### config.mk
export PLATFORM = sky130hd
export DESIGN_NAME = nfcProgramPage
export DESIGN_NICKNAME = d
export VERILOG_FILES = /design/src/design/nfcProgramPkg.sv /design/src/design/programCommandLatch.sv /design/src/design/programStepSequencer.sv /design/src/design/acgRequestBuilder.sv /design/src/design/nfcProgramPage.sv
export VERILOG_INCLUDE_DIRS = /design/src /design/src/design
export SDC_FILE = /design/constraint.sdc
export NUM_CORES = 1
export LEC_CHECK = 0
export BUFFER_PORTS_ARGS = -buffer_cell sky130_fd_sc_hd__buf_2
export CAP_MARGIN = 15
export CORE_UTILIZATION = 40
export CTS_CLUSTER_SIZE = 12
export DETAILED_ROUTE_END_ITERATION = 6
export GPL_TIMING_DRIVEN = 0
export PLACE_DENSITY = 0.69
export REMOVE_ABC_BUFFERS = 1
export SETUP_SLACK_MARGIN = 0.1
export SLEW_MARGIN = 0
export SYNTH_ARGS = -nofsm -noshare
export SYNTH_HDL_FRONTEND = slang
export SYNTH_SLANG_ARGS = --single-unit
### constraint.sdc
create_clock -name iSystemClock -period 2.3 [get_ports iSystemClock]
set_input_delay 0.23 -clock iSystemClock [delete_from_list [all_inputs] [get_ports iSystemClock]]
set_output_delay 0.23 -clock iSystemClock [all_outputs]
set_load 0.01 [all_outputs]
### src/design/nfcProgram_consts.svh
`ifndef NFC_PROGRAM_CONSTS_SVH
`define NFC_PROGRAM_CONSTS_SVH

// opcode on the command strobe that selects program page
`define NFC_PROGRAM_COMMAND_ID          6'b000011

// NAND opcodes of the program page sequence
`define NFC_OPCODE_PROGRAM              8'h80
`define NFC_OPCODE_CONFIRM              8'h10
`define NFC_OPCODE_CONFIRM_CACHE        8'h15
`define NFC_OPCODE_CONFIRM_MULTIPLANE   8'h11

// submodule select bits
// same position in the command byte and in the last-step vector
`define NFC_ACG_COMMAND_CA              3
`define NFC_ACG_COMMAND_DATA            2

// data count field during the address phase
`define NFC_ADDRESS_COUNT               16'd4

`endif

### src/design/nfcProgramPkg.sv
package nfcProgramPkg;

    // fields of one accepted program command
    typedef struct packed {
        logic [4:0]  targetId;
        logic [15:0] length;
        logic [15:0] colAddress;
        logic [23:0] rowAddress;
    } programCommandT;

    // request handed to the command/address and data submodules
    typedef struct packed {
        logic [7:0]  command;
        logic [15:0] numOfData;
        logic        caSelect;
        logic [39:0] caData;
    } acgRequestT;

    // steps of the program page operation
    typedef enum logic [2:0] {
        idle         = 3'd0,
        latch        = 3'd1,
        cmdIssue     = 3'd2,
        addrIssue    = 3'd3,
        dataIssue    = 3'd4,
        confirmIssue = 3'd5,
        confirmDone  = 3'd6
    } programStepT;

endpackage

### src/design/programCommandLatch.sv
`include "nfcProgram_consts.svh"

module programCommandLatch #(
    parameter int NumberOfWays = 4
) (
    input  logic                          iSystemClock,
    input  logic                          iReset,
    input  nfcProgramPkg::programStepT    iNextStep,
    input  nfcProgramPkg::programCommandT iCommand,
    input  logic [NumberOfWays-1:0]       iWaySelect,
    output logic [39:0]                   oAddressBytes,
    output logic [7:0]                    oConfirmOpcode,
    output logic [15:0]                   oLength,
    output logic [NumberOfWays-1:0]       oTargetWay
);

    import nfcProgramPkg::*;

    programCommandT commandReg;
    logic           captureCommand;

    // capture happens on the accepting edge only
    assign captureCommand = (iNextStep == latch);

    // command fields held until the next acceptance
    always_ff @(posedge iSystemClock) begin
        if (captureCommand) begin
            commandReg <= iCommand;
        end
    end

    // target way held together with the command
    always_ff @(posedge iSystemClock or posedge iReset) begin
        if (iReset) begin
            oTargetWay <= '0;
        end else if (captureCommand) begin
            oTargetWay <= iWaySelect;
        end
    end

    // five address cycles with column first and low byte first
    assign oAddressBytes = {commandReg.colAddress[7:0],
                            commandReg.colAddress[15:8],
                            commandReg.rowAddress[7:0],
                            commandReg.rowAddress[15:8],
                            commandReg.rowAddress[23:16]};

    // target bits 1..0 pick the program flavour
    always_comb begin
        case (commandReg.targetId[1:0])
            2'b01:   oConfirmOpcode = `NFC_OPCODE_CONFIRM_CACHE;
            2'b10:   oConfirmOpcode = `NFC_OPCODE_CONFIRM_MULTIPLANE;
            default: oConfirmOpcode = `NFC_OPCODE_CONFIRM;
        endcase
    end

    assign oLength = commandReg.length;

endmodule

### src/design/programStepSequencer.sv
`include "nfcProgram_consts.svh"

module programStepSequencer (
    input  logic                       iSystemClock,
    input  logic                       iReset,
    input  logic [5:0]                 iOpcode,
    input  logic                       iCMDValid,
    input  logic [7:0]                 iACG_LastStep,
    output nfcProgramPkg::programStepT oNextStep,
    output logic                       oCMDReady,
    output logic                       oStart,
    output logic                       oLastStep
);

    import nfcProgramPkg::*;

    programStepT currentStep;
    programStepT nextStep;
    logic        caLastStep;
    logic        dataLastStep;
    logic        accept;

    // strobe decode, independent of whether we are busy
    assign oStart = iCMDValid && (iOpcode == `NFC_PROGRAM_COMMAND_ID);

    // a strobe while busy is simply dropped
    assign accept = oStart && oCMDReady;

    assign caLastStep   = iACG_LastStep[`NFC_ACG_COMMAND_CA];
    assign dataLastStep = iACG_LastStep[`NFC_ACG_COMMAND_DATA];

    // each issue step waits on the last step of its own submodule
    always_comb begin
        nextStep = currentStep;
        case (currentStep)
            idle: begin
                if (accept) begin
                    nextStep = latch;
                end
            end
            latch: begin
                nextStep = cmdIssue;
            end
            cmdIssue: begin
                if (caLastStep) begin
                    nextStep = addrIssue;
                end
            end
            addrIssue: begin
                if (caLastStep) begin
                    nextStep = dataIssue;
                end
            end
            dataIssue: begin
                if (dataLastStep) begin
                    nextStep = confirmIssue;
                end
            end
            confirmIssue: begin
                if (caLastStep) begin
                    nextStep = confirmDone;
                end
            end
            confirmDone: begin
                nextStep = idle;
            end
            default: begin
                nextStep = idle;
            end
        endcase
    end

    always_ff @(posedge iSystemClock or posedge iReset) begin
        if (iReset) begin
            currentStep <= idle;
        end else begin
            currentStep <= nextStep;
        end
    end

    // registered from the next step so they line up with currentStep
    always_ff @(posedge iSystemClock or posedge iReset) begin
        if (iReset) begin
            oCMDReady <= 1'b1;
            oLastStep <= 1'b0;
        end else begin
            oCMDReady <= (nextStep == idle);
            oLastStep <= (nextStep == confirmDone);
        end
    end

    assign oNextStep = nextStep;

endmodule

### src/design/acgRequestBuilder.sv
`include "nfcProgram_consts.svh"

module acgRequestBuilder (
    input  logic                       iSystemClock,
    input  logic                       iReset,
    input  nfcProgramPkg::programStepT iNextStep,
    input  logic [39:0]                iAddressBytes,
    input  logic [7:0]                 iConfirmOpcode,
    input  logic [15:0]                iLength,
    output nfcProgramPkg::acgRequestT  oRequest
);

    import nfcProgramPkg::*;

    // one-hot submodule select bytes
    localparam logic [7:0] caCommand   = 8'(1) << `NFC_ACG_COMMAND_CA;
    localparam logic [7:0] dataCommand = 8'(1) << `NFC_ACG_COMMAND_DATA;

    // nothing requested, CA select parked high
    localparam acgRequestT idleRequest = '{
        command:   8'h00,
        numOfData: 16'h0000,
        caSelect:  1'b1,
        caData:    40'h00_0000_0000
    };

    acgRequestT stepRequest;

    always_comb begin
        stepRequest = idleRequest;
        case (iNextStep)
            cmdIssue: begin
                // first opcode, CA select high marks a command cycle
                stepRequest.command  = caCommand;
                stepRequest.caSelect = 1'b1;
                stepRequest.caData   = {`NFC_OPCODE_PROGRAM, 32'h0000_0000};
            end
            addrIssue: begin
                stepRequest.command   = caCommand;
                stepRequest.caSelect  = 1'b0;
                stepRequest.numOfData = `NFC_ADDRESS_COUNT;
                stepRequest.caData    = iAddressBytes;
            end
            dataIssue: begin
                stepRequest.command   = dataCommand;
                stepRequest.caSelect  = 1'b0;
                stepRequest.numOfData = iLength;
            end
            confirmIssue: begin
                stepRequest.command  = caCommand;
                stepRequest.caSelect = 1'b1;
                stepRequest.caData   = {iConfirmOpcode, 32'h0000_0000};
            end
            default: begin
                // idle, latch and confirmDone issue nothing
                stepRequest = idleRequest;
            end
        endcase
    end

    // request stays put while a phase waits for its last step
    always_ff @(posedge iSystemClock or posedge iReset) begin
        if (iReset) begin
            oRequest <= idleRequest;
        end else begin
            oRequest <= stepRequest;
        end
    end

endmodule

### src/design/nfcProgramPage.sv
module nfcProgramPage #(
    parameter int NumberOfWays = 4
) (
    input  logic                    iSystemClock,
    input  logic                    iReset,

    // command strobe
    input  logic [5:0]              iOpcode,
    input  logic [4:0]              iTargetID,
    input  logic [15:0]             iLength,
    input  logic [15:0]             iColAddress,
    input  logic [23:0]             iRowAddress,
    input  logic                    iCMDValid,
    input  logic [NumberOfWays-1:0] iWaySelect,
    output logic                    oCMDReady,
    output logic                    oStart,
    output logic                    oLastStep,

    // submodule side
    input  logic [7:0]              iACG_LastStep,
    output logic [7:0]              oACG_Command,
    output logic [15:0]             oACG_NumOfData,
    output logic                    oACG_CASelect,
    output logic [39:0]             oACG_CAData,
    output logic [NumberOfWays-1:0] oACG_TargetWay
);

    import nfcProgramPkg::*;

    programCommandT command;
    programStepT    nextStep;
    acgRequestT     request;
    logic [39:0]    addressBytes;
    logic [7:0]     confirmOpcode;
    logic [15:0]    latchedLength;

    assign command = '{
        targetId:   iTargetID,
        length:     iLength,
        colAddress: iColAddress,
        rowAddress: iRowAddress
    };

    programStepSequencer stepSequencer (
        .iSystemClock  (iSystemClock),
        .iReset        (iReset),
        .iOpcode       (iOpcode),
        .iCMDValid     (iCMDValid),
        .iACG_LastStep (iACG_LastStep),
        .oNextStep     (nextStep),
        .oCMDReady     (oCMDReady),
        .oStart        (oStart),
        .oLastStep     (oLastStep)
    );

    programCommandLatch #(
        .NumberOfWays (NumberOfWays)
    ) commandLatch (
        .iSystemClock   (iSystemClock),
        .iReset         (iReset),
        .iNextStep      (nextStep),
        .iCommand       (command),
        .iWaySelect     (iWaySelect),
        .oAddressBytes  (addressBytes),
        .oConfirmOpcode (confirmOpcode),
        .oLength        (latchedLength),
        .oTargetWay     (oACG_TargetWay)
    );

    acgRequestBuilder requestBuilder (
        .iSystemClock   (iSystemClock),
        .iReset         (iReset),
        .iNextStep      (nextStep),
        .iAddressBytes  (addressBytes),
        .iConfirmOpcode (confirmOpcode),
        .iLength        (latchedLength),
        .oRequest       (request)
    );

    assign oACG_Command   = request.command;
    assign oACG_NumOfData = request.numOfData;
    assign oACG_CASelect  = request.caSelect;
    assign oACG_CAData    = request.caData;

endmodule

=== Word level (Yosys, flattened, before mapping) ===
Index checks and enable logic that the tools add are counted.

* Reductions and logical operators: 6
* Muxes and demuxes: 11
* Equal/unequal tests: 14

{| class="wikitable"
|+ Operators by type and width
! kind !! number
|-
| $pmux W40 S3 || 1
|-
| $pmux W16 S2 || 1
|-
| $pmux W3 S6 || 1
|-
| $eq A3 B3 Y1 const B || 5
|-
| $mux W3 || 5
|-
| $eq A3 B2 Y1 const B || 4
|-
| $pmux W4 S2 || 1
|-
| $eq A3 B1 Y1 const B || 2
|-
| $eq A6 B2 Y1 const B || 1
|-
| $logic_not A3 Y1 || 2
|-
| $pmux W3 S2 || 1
|-
| $reduce_or A3 Y1 || 1
|-
| $eq A2 B1 Y1 const B || 1
|-
| $eq A2 B2 Y1 const B || 1
|-
| $logic_and A1 B1 Y1 || 2
|-
| $reduce_or A2 Y1 || 1
|-
| $mux W1 || 1
|}

* Input port bits: 82
* Output and inout port bits: 72
* Flip-flop bits (word level): 128
* Word-level logic and storage cells: 43

=== Depth between registers and ports, before layout ===
* Word-level depth: 8
* Gate-level depth with buffers: 8
* Depth with buffers taken out: 5

=== Cells and area by module ===
A second synthesis with hierarchy kept.

* Cells, all modules: 315
* Area, all modules: 4734.5 um2

{| class="wikitable"
|+ By module, submodules not included
! module !! cells each !! seq. area each (um2) !! area each (um2) !! times used
|-
| programCommandLatch || 135 || 1841.8 || 2402.3 || 1
|-
| acgRequestBuilder || 152 || 1477.7 || 2064.5 || 1
|-
| programStepSequencer || 28 || 126.4 || 267.8 || 1
|}

=== Worst setup path after synthesis ===
OpenSTA, ideal clock, no wires.

* Kind: register to register
* Start: register stepSequencer.currentStep[0]
* End: register requestBuilder.oRequest[42] (netlist name)
* Period minus slack after synthesis: 2.229 ns
* Setup slack: 0.071 ns
* Data required time: 2.183 ns
* Setup time: 0.117 ns
* Arrival time: 2.112 ns
* Stages on the path, launching flop included: 9
* Cells stage by stage: dfrtp_1 -> buf_6 -> or4b_1 -> or4_1 -> buf_6 -> clkinv_8 -> nor4_4 -> buf_6 -> and2_4

{| class="wikitable"
|+ RTL lines
! item !! line !! RTL
|-
| from (decl) || programStepSequencer.sv:17 || <nowiki>programStepT currentStep;</nowiki>
|-
| from (signal assigned) || programStepSequencer.sv:75 || <nowiki>currentStep <= idle;</nowiki>
|-
| from (signal assigned) || programStepSequencer.sv:77 || <nowiki>currentStep <= nextStep;</nowiki>
|-
| to (signal assigned) || acgRequestBuilder.sv:64 || <nowiki>oRequest <= idleRequest;</nowiki>
|-
| to (signal assigned) || acgRequestBuilder.sv:66 || <nowiki>oRequest <= stepRequest;</nowiki>
|-
| to (decl) || acgRequestBuilder.sv:10 || <nowiki>output nfcProgramPkg::acgRequestT oRequest</nowiki>
|}

=== Worst setup path after layout ===
* Start: register stepSequencer.currentStep[0]
* End: register commandLatch.commandReg, in the netlist commandLatch.oLength[0], enable pin

* Word-level cells in the longest chain between the ends: 3

{| class="wikitable"
|+ RTL lines
! item !! line !! RTL
|-
| $eq A3 B3 Y1 (tied with other cells) || programStepSequencer.sv:35 || <nowiki>case (currentStep)</nowiki>
|-
| $pmux W3 S6 * || programStepSequencer.sv:35 ||
|-
| $eq A3 B1 Y1 * || programCommandLatch.sv:23 || <nowiki>assign captureCommand = (iNextStep == latch);</nowiki>
|-
| to (signal assigned) || programCommandLatch.sv:28 || <nowiki>commandReg <= iCommand;</nowiki>
|-
| to (decl) || programCommandLatch.sv:19 || <nowiki>programCommandT commandReg;</nowiki>
|}

Mark *: on every way between the ends. The rest lies on a longest branch, timed or not.
A chain may end at the register's enable or synchronous reset.

==> run metrics <==
CTS H-tree depth 4; Worst Skew between 0.007 and 0.008 ns; Worst EP required 2.49 ns; Vias between 2000 and 3000; Syn Std Cell Area 4240 sq um; Yosys Warn Count 0; I/O pins approximately 150; clk buf depth 2; worst slack at placement -0.265 ns; CP Max Fanout 31; Area Growth Syn to Fin 50.1%; post-synth top area share 41.1%; placed instance count a little over 500; area leader, netlist edfxtp_1; Hold WC Path Type input port to flip-flop; Period minus WS final approximately 2.1 ns; Pwr Density 1020 nW/um^2; antenna-violating nets left 0; largest net degree at the start of global routing 69; status finished, final reports clean; die width ~100 um; Worst path max stage delay between 0.5 and 0.6 ns; synthesized area per cell ~17 sq um; final wirelength between 8000 and 9000 um; post-route setup slack roughly 0.16 ns; worst-path cell chain or4b_1 -> or4_4 -> buf_12 -> clkinv_8; Skew-Pair Late Insertion Delay between 0.4 and 0.5 ns; startpoint types flip-flop; Critical-path top delay cell or4b_1; slew margin rel. approximately 46%; CP bufs+invs 2; Filler Cell Count between 700 and 800; CTS buffer count 17; Slew Viols, Final 0; Reg clk slew, reported paths about 0.060 ns; FMAX 468 MHz; Post-Synthesis Cells roughly 250; number of synthesized flops with an enable pin 58; initial core utilization between 40% and 50%; total track usage between 15 and 20%; clk sinks between 100 and 150; wire length per cell between 10 and 15 um; number of diodes 0; vias in the first global route roughly 2900; commonest non-fill, non-tap cell in the layout buf_2; Port Buffer Count about 140; Die H ~100 um; CTS tree done; ys async rst share between 50 and 60%; worst endpoint data arrival time about 2.3 ns; initial drt markers 75; GP Congestion between 0.7 and 0.8; MaxCap Viol Count 0; commonest non-fill, non-tap cells in the layout buf_2, dfrtp_1, dlygate4sd3_1; post-route insts no fill between 600 and 700; DRC Markers 0; Peak supply drop around 0.63 mV; initial antenna violation count 0; setup violators final 0; ratio of cells with drive above 1 in the final layout a little over 40%; post-detail-place hpwl around 4900 um; slew at the pin closest to its max-slew limit between 0.8 and 0.9 ns; vias per cell 4.39; register area share after synthesis between 80% and 90%; top_reg_cell synth dfrtp_1; grt ovf 0; #FFs+latches synth around 130; hold slack between 0.1 and 0.15 ns; largest delay contributor family on the critical path simple AND/OR/NAND/NOR gates; Fin. Hold Viols 0; drt pass-1 iters 4; Core ar. 10300 sq um; Netlist cell types 37; Crit. End Element flip-flop; largest cells by area after synthesis edfxtp_1, dfrtp_1, and2_1; RSZ-0062 raised after global routing no; CP Class flip-flop to flip-flop; Leak approximately 3 nW; first-pass GRT wire length ~14000 um; final critical-path share of the clock period 93.0%; fin nets between 500 and 600; die area approximately 11000 sq um; clk root buf clkbuf_8; # rows 37
## state kept, by name, indices dropped and copies added, names as in the netlist
| name | flops |
|---|---|
| commandLatch.oLength | 16 |
| commandLatch.oTargetWay | 4 |
| stepSequencer.oCMDReady | 1 |
| stepSequencer.oLastStep | 1 |
| stepSequencer.currentStep | 3 |
| requestBuilder.oRequest | 59 |
| commandLatch.commandReg | 2 |
| commandLatch.oAddressBytes | 40 |
## tightest hold or removal path, stage by stage
cell,delay [ns]
buf_2,0.14
nand4b_1,0.12
nand2_1,0.08
## path summary, 6_finish.rpt
check                      slack, ns                                    start  depth (start not counted)                                      to
max                             0.16   stepSequencer.currentStep[0]$_DFF_PP0_                          4       commandLatch.oLength[0]$_DFFE_PN_
min                             0.12                         iACG_LastStep[3]                          3  stepSequencer.currentStep[2]$_DFF_PP0_
max reg2reg                     0.16   stepSequencer.currentStep[0]$_DFF_PP0_                          4       commandLatch.oLength[0]$_DFFE_PN_
min reg2reg                     0.44  commandLatch.oAddressBytes[2]$_DFFE_PN_                          1    requestBuilder.oRequest[2]$_DFF_PP0_
max in group asynchronous       1.23                                   iReset                          3  stepSequencer.currentStep[0]$_DFF_PP0_
min in group asynchronous       0.49                                   iReset                          3   requestBuilder.oRequest[11]$_DFF_PP0_
## repair_timing
item	in CTS	in global routing
endpoints found under the setup margin	79	60
gates cloned	2	0
hold endpoints to repair	129	0
pin swaps	1	0
setup buffers	3	0
resized for setup	2	2
hold buffers	64	0
## final cells by class
class | instances | area (sq um) | share of cell area [%]
timing repair buffer | 206 | 1410 | 22.1
clock buffer | 19 | 432 | 6.79
inverter | 5 | 33.8 | 0.531
sequential | 126 | 3450 | 54.2
timing repair inverter | 2 | 25.0 | 0.393
clock inverter | 13 | 163 | 2.56
tap | 136 | 170 | 2.68
multi-input combinational | 108 | 684 | 10.8
## cell usage after synthesis (all sizes together) (2+ instances only)
cell type and count:
and2 51, dfstp 2, nor3 2, buf 10
nand2b 2, edfxtp 58, or4b 2, nor2 7
nand2 19, clkbuf 5, dfrtp 66, inv 4
nor3b 2
## kinds of logic after synthesis
| kind of cell | count (synthesis) | synth area share (%) |
|---|---|---|
| other | 1 | 0.0885 |
| and+or+nand+nor | 92 | 13.3 |
| DFF | 126 | 81.3 |
| adders and majority gates | 1 | 0.295 |
| buffers and inverters | 20 | 3.16 |
| AOI/OAI and AO/OA | 7 | 1.33 |
| xor gates and xnor gates | 1 | 0.207 |
| muxes | 1 | 0.236 |
## where the power goes
group,internal [mW],total (mW),switching (mW)
combinational,0.548,1.11,0.564
sequential,2.64,2.75,0.116
clock,1.68,2.63,0.948
total,4.87,6.50,1.63
## routing by layer
metal	up-vias	wire length, um	global-route usage [%]
li1	1264	-	-
met1	1325	3400	18.7
met2	101	4660	29.4
met3	10	433	4.74
met4	0	71	5.94
met5	-	0	0
## per-stage QoR
stage | cell area [sq um] | utilization [%] | TNS, ns | power, mW
floorplan | 4150 | - | 0 | 3.31
global placement | 5010 | 48.8 | -34.05 | 3.71
detailed placement | 5040 | 49.1 | -7.57 | 3.79
CTS | 6350 | 61.8 | 0 | 6.56
global route | 6360 | 61.9 | 0 | 6.77
finish | 6360 | 61.9 | 0 | 6.50
No activity file was read; power rests on OpenSTA's default activity.
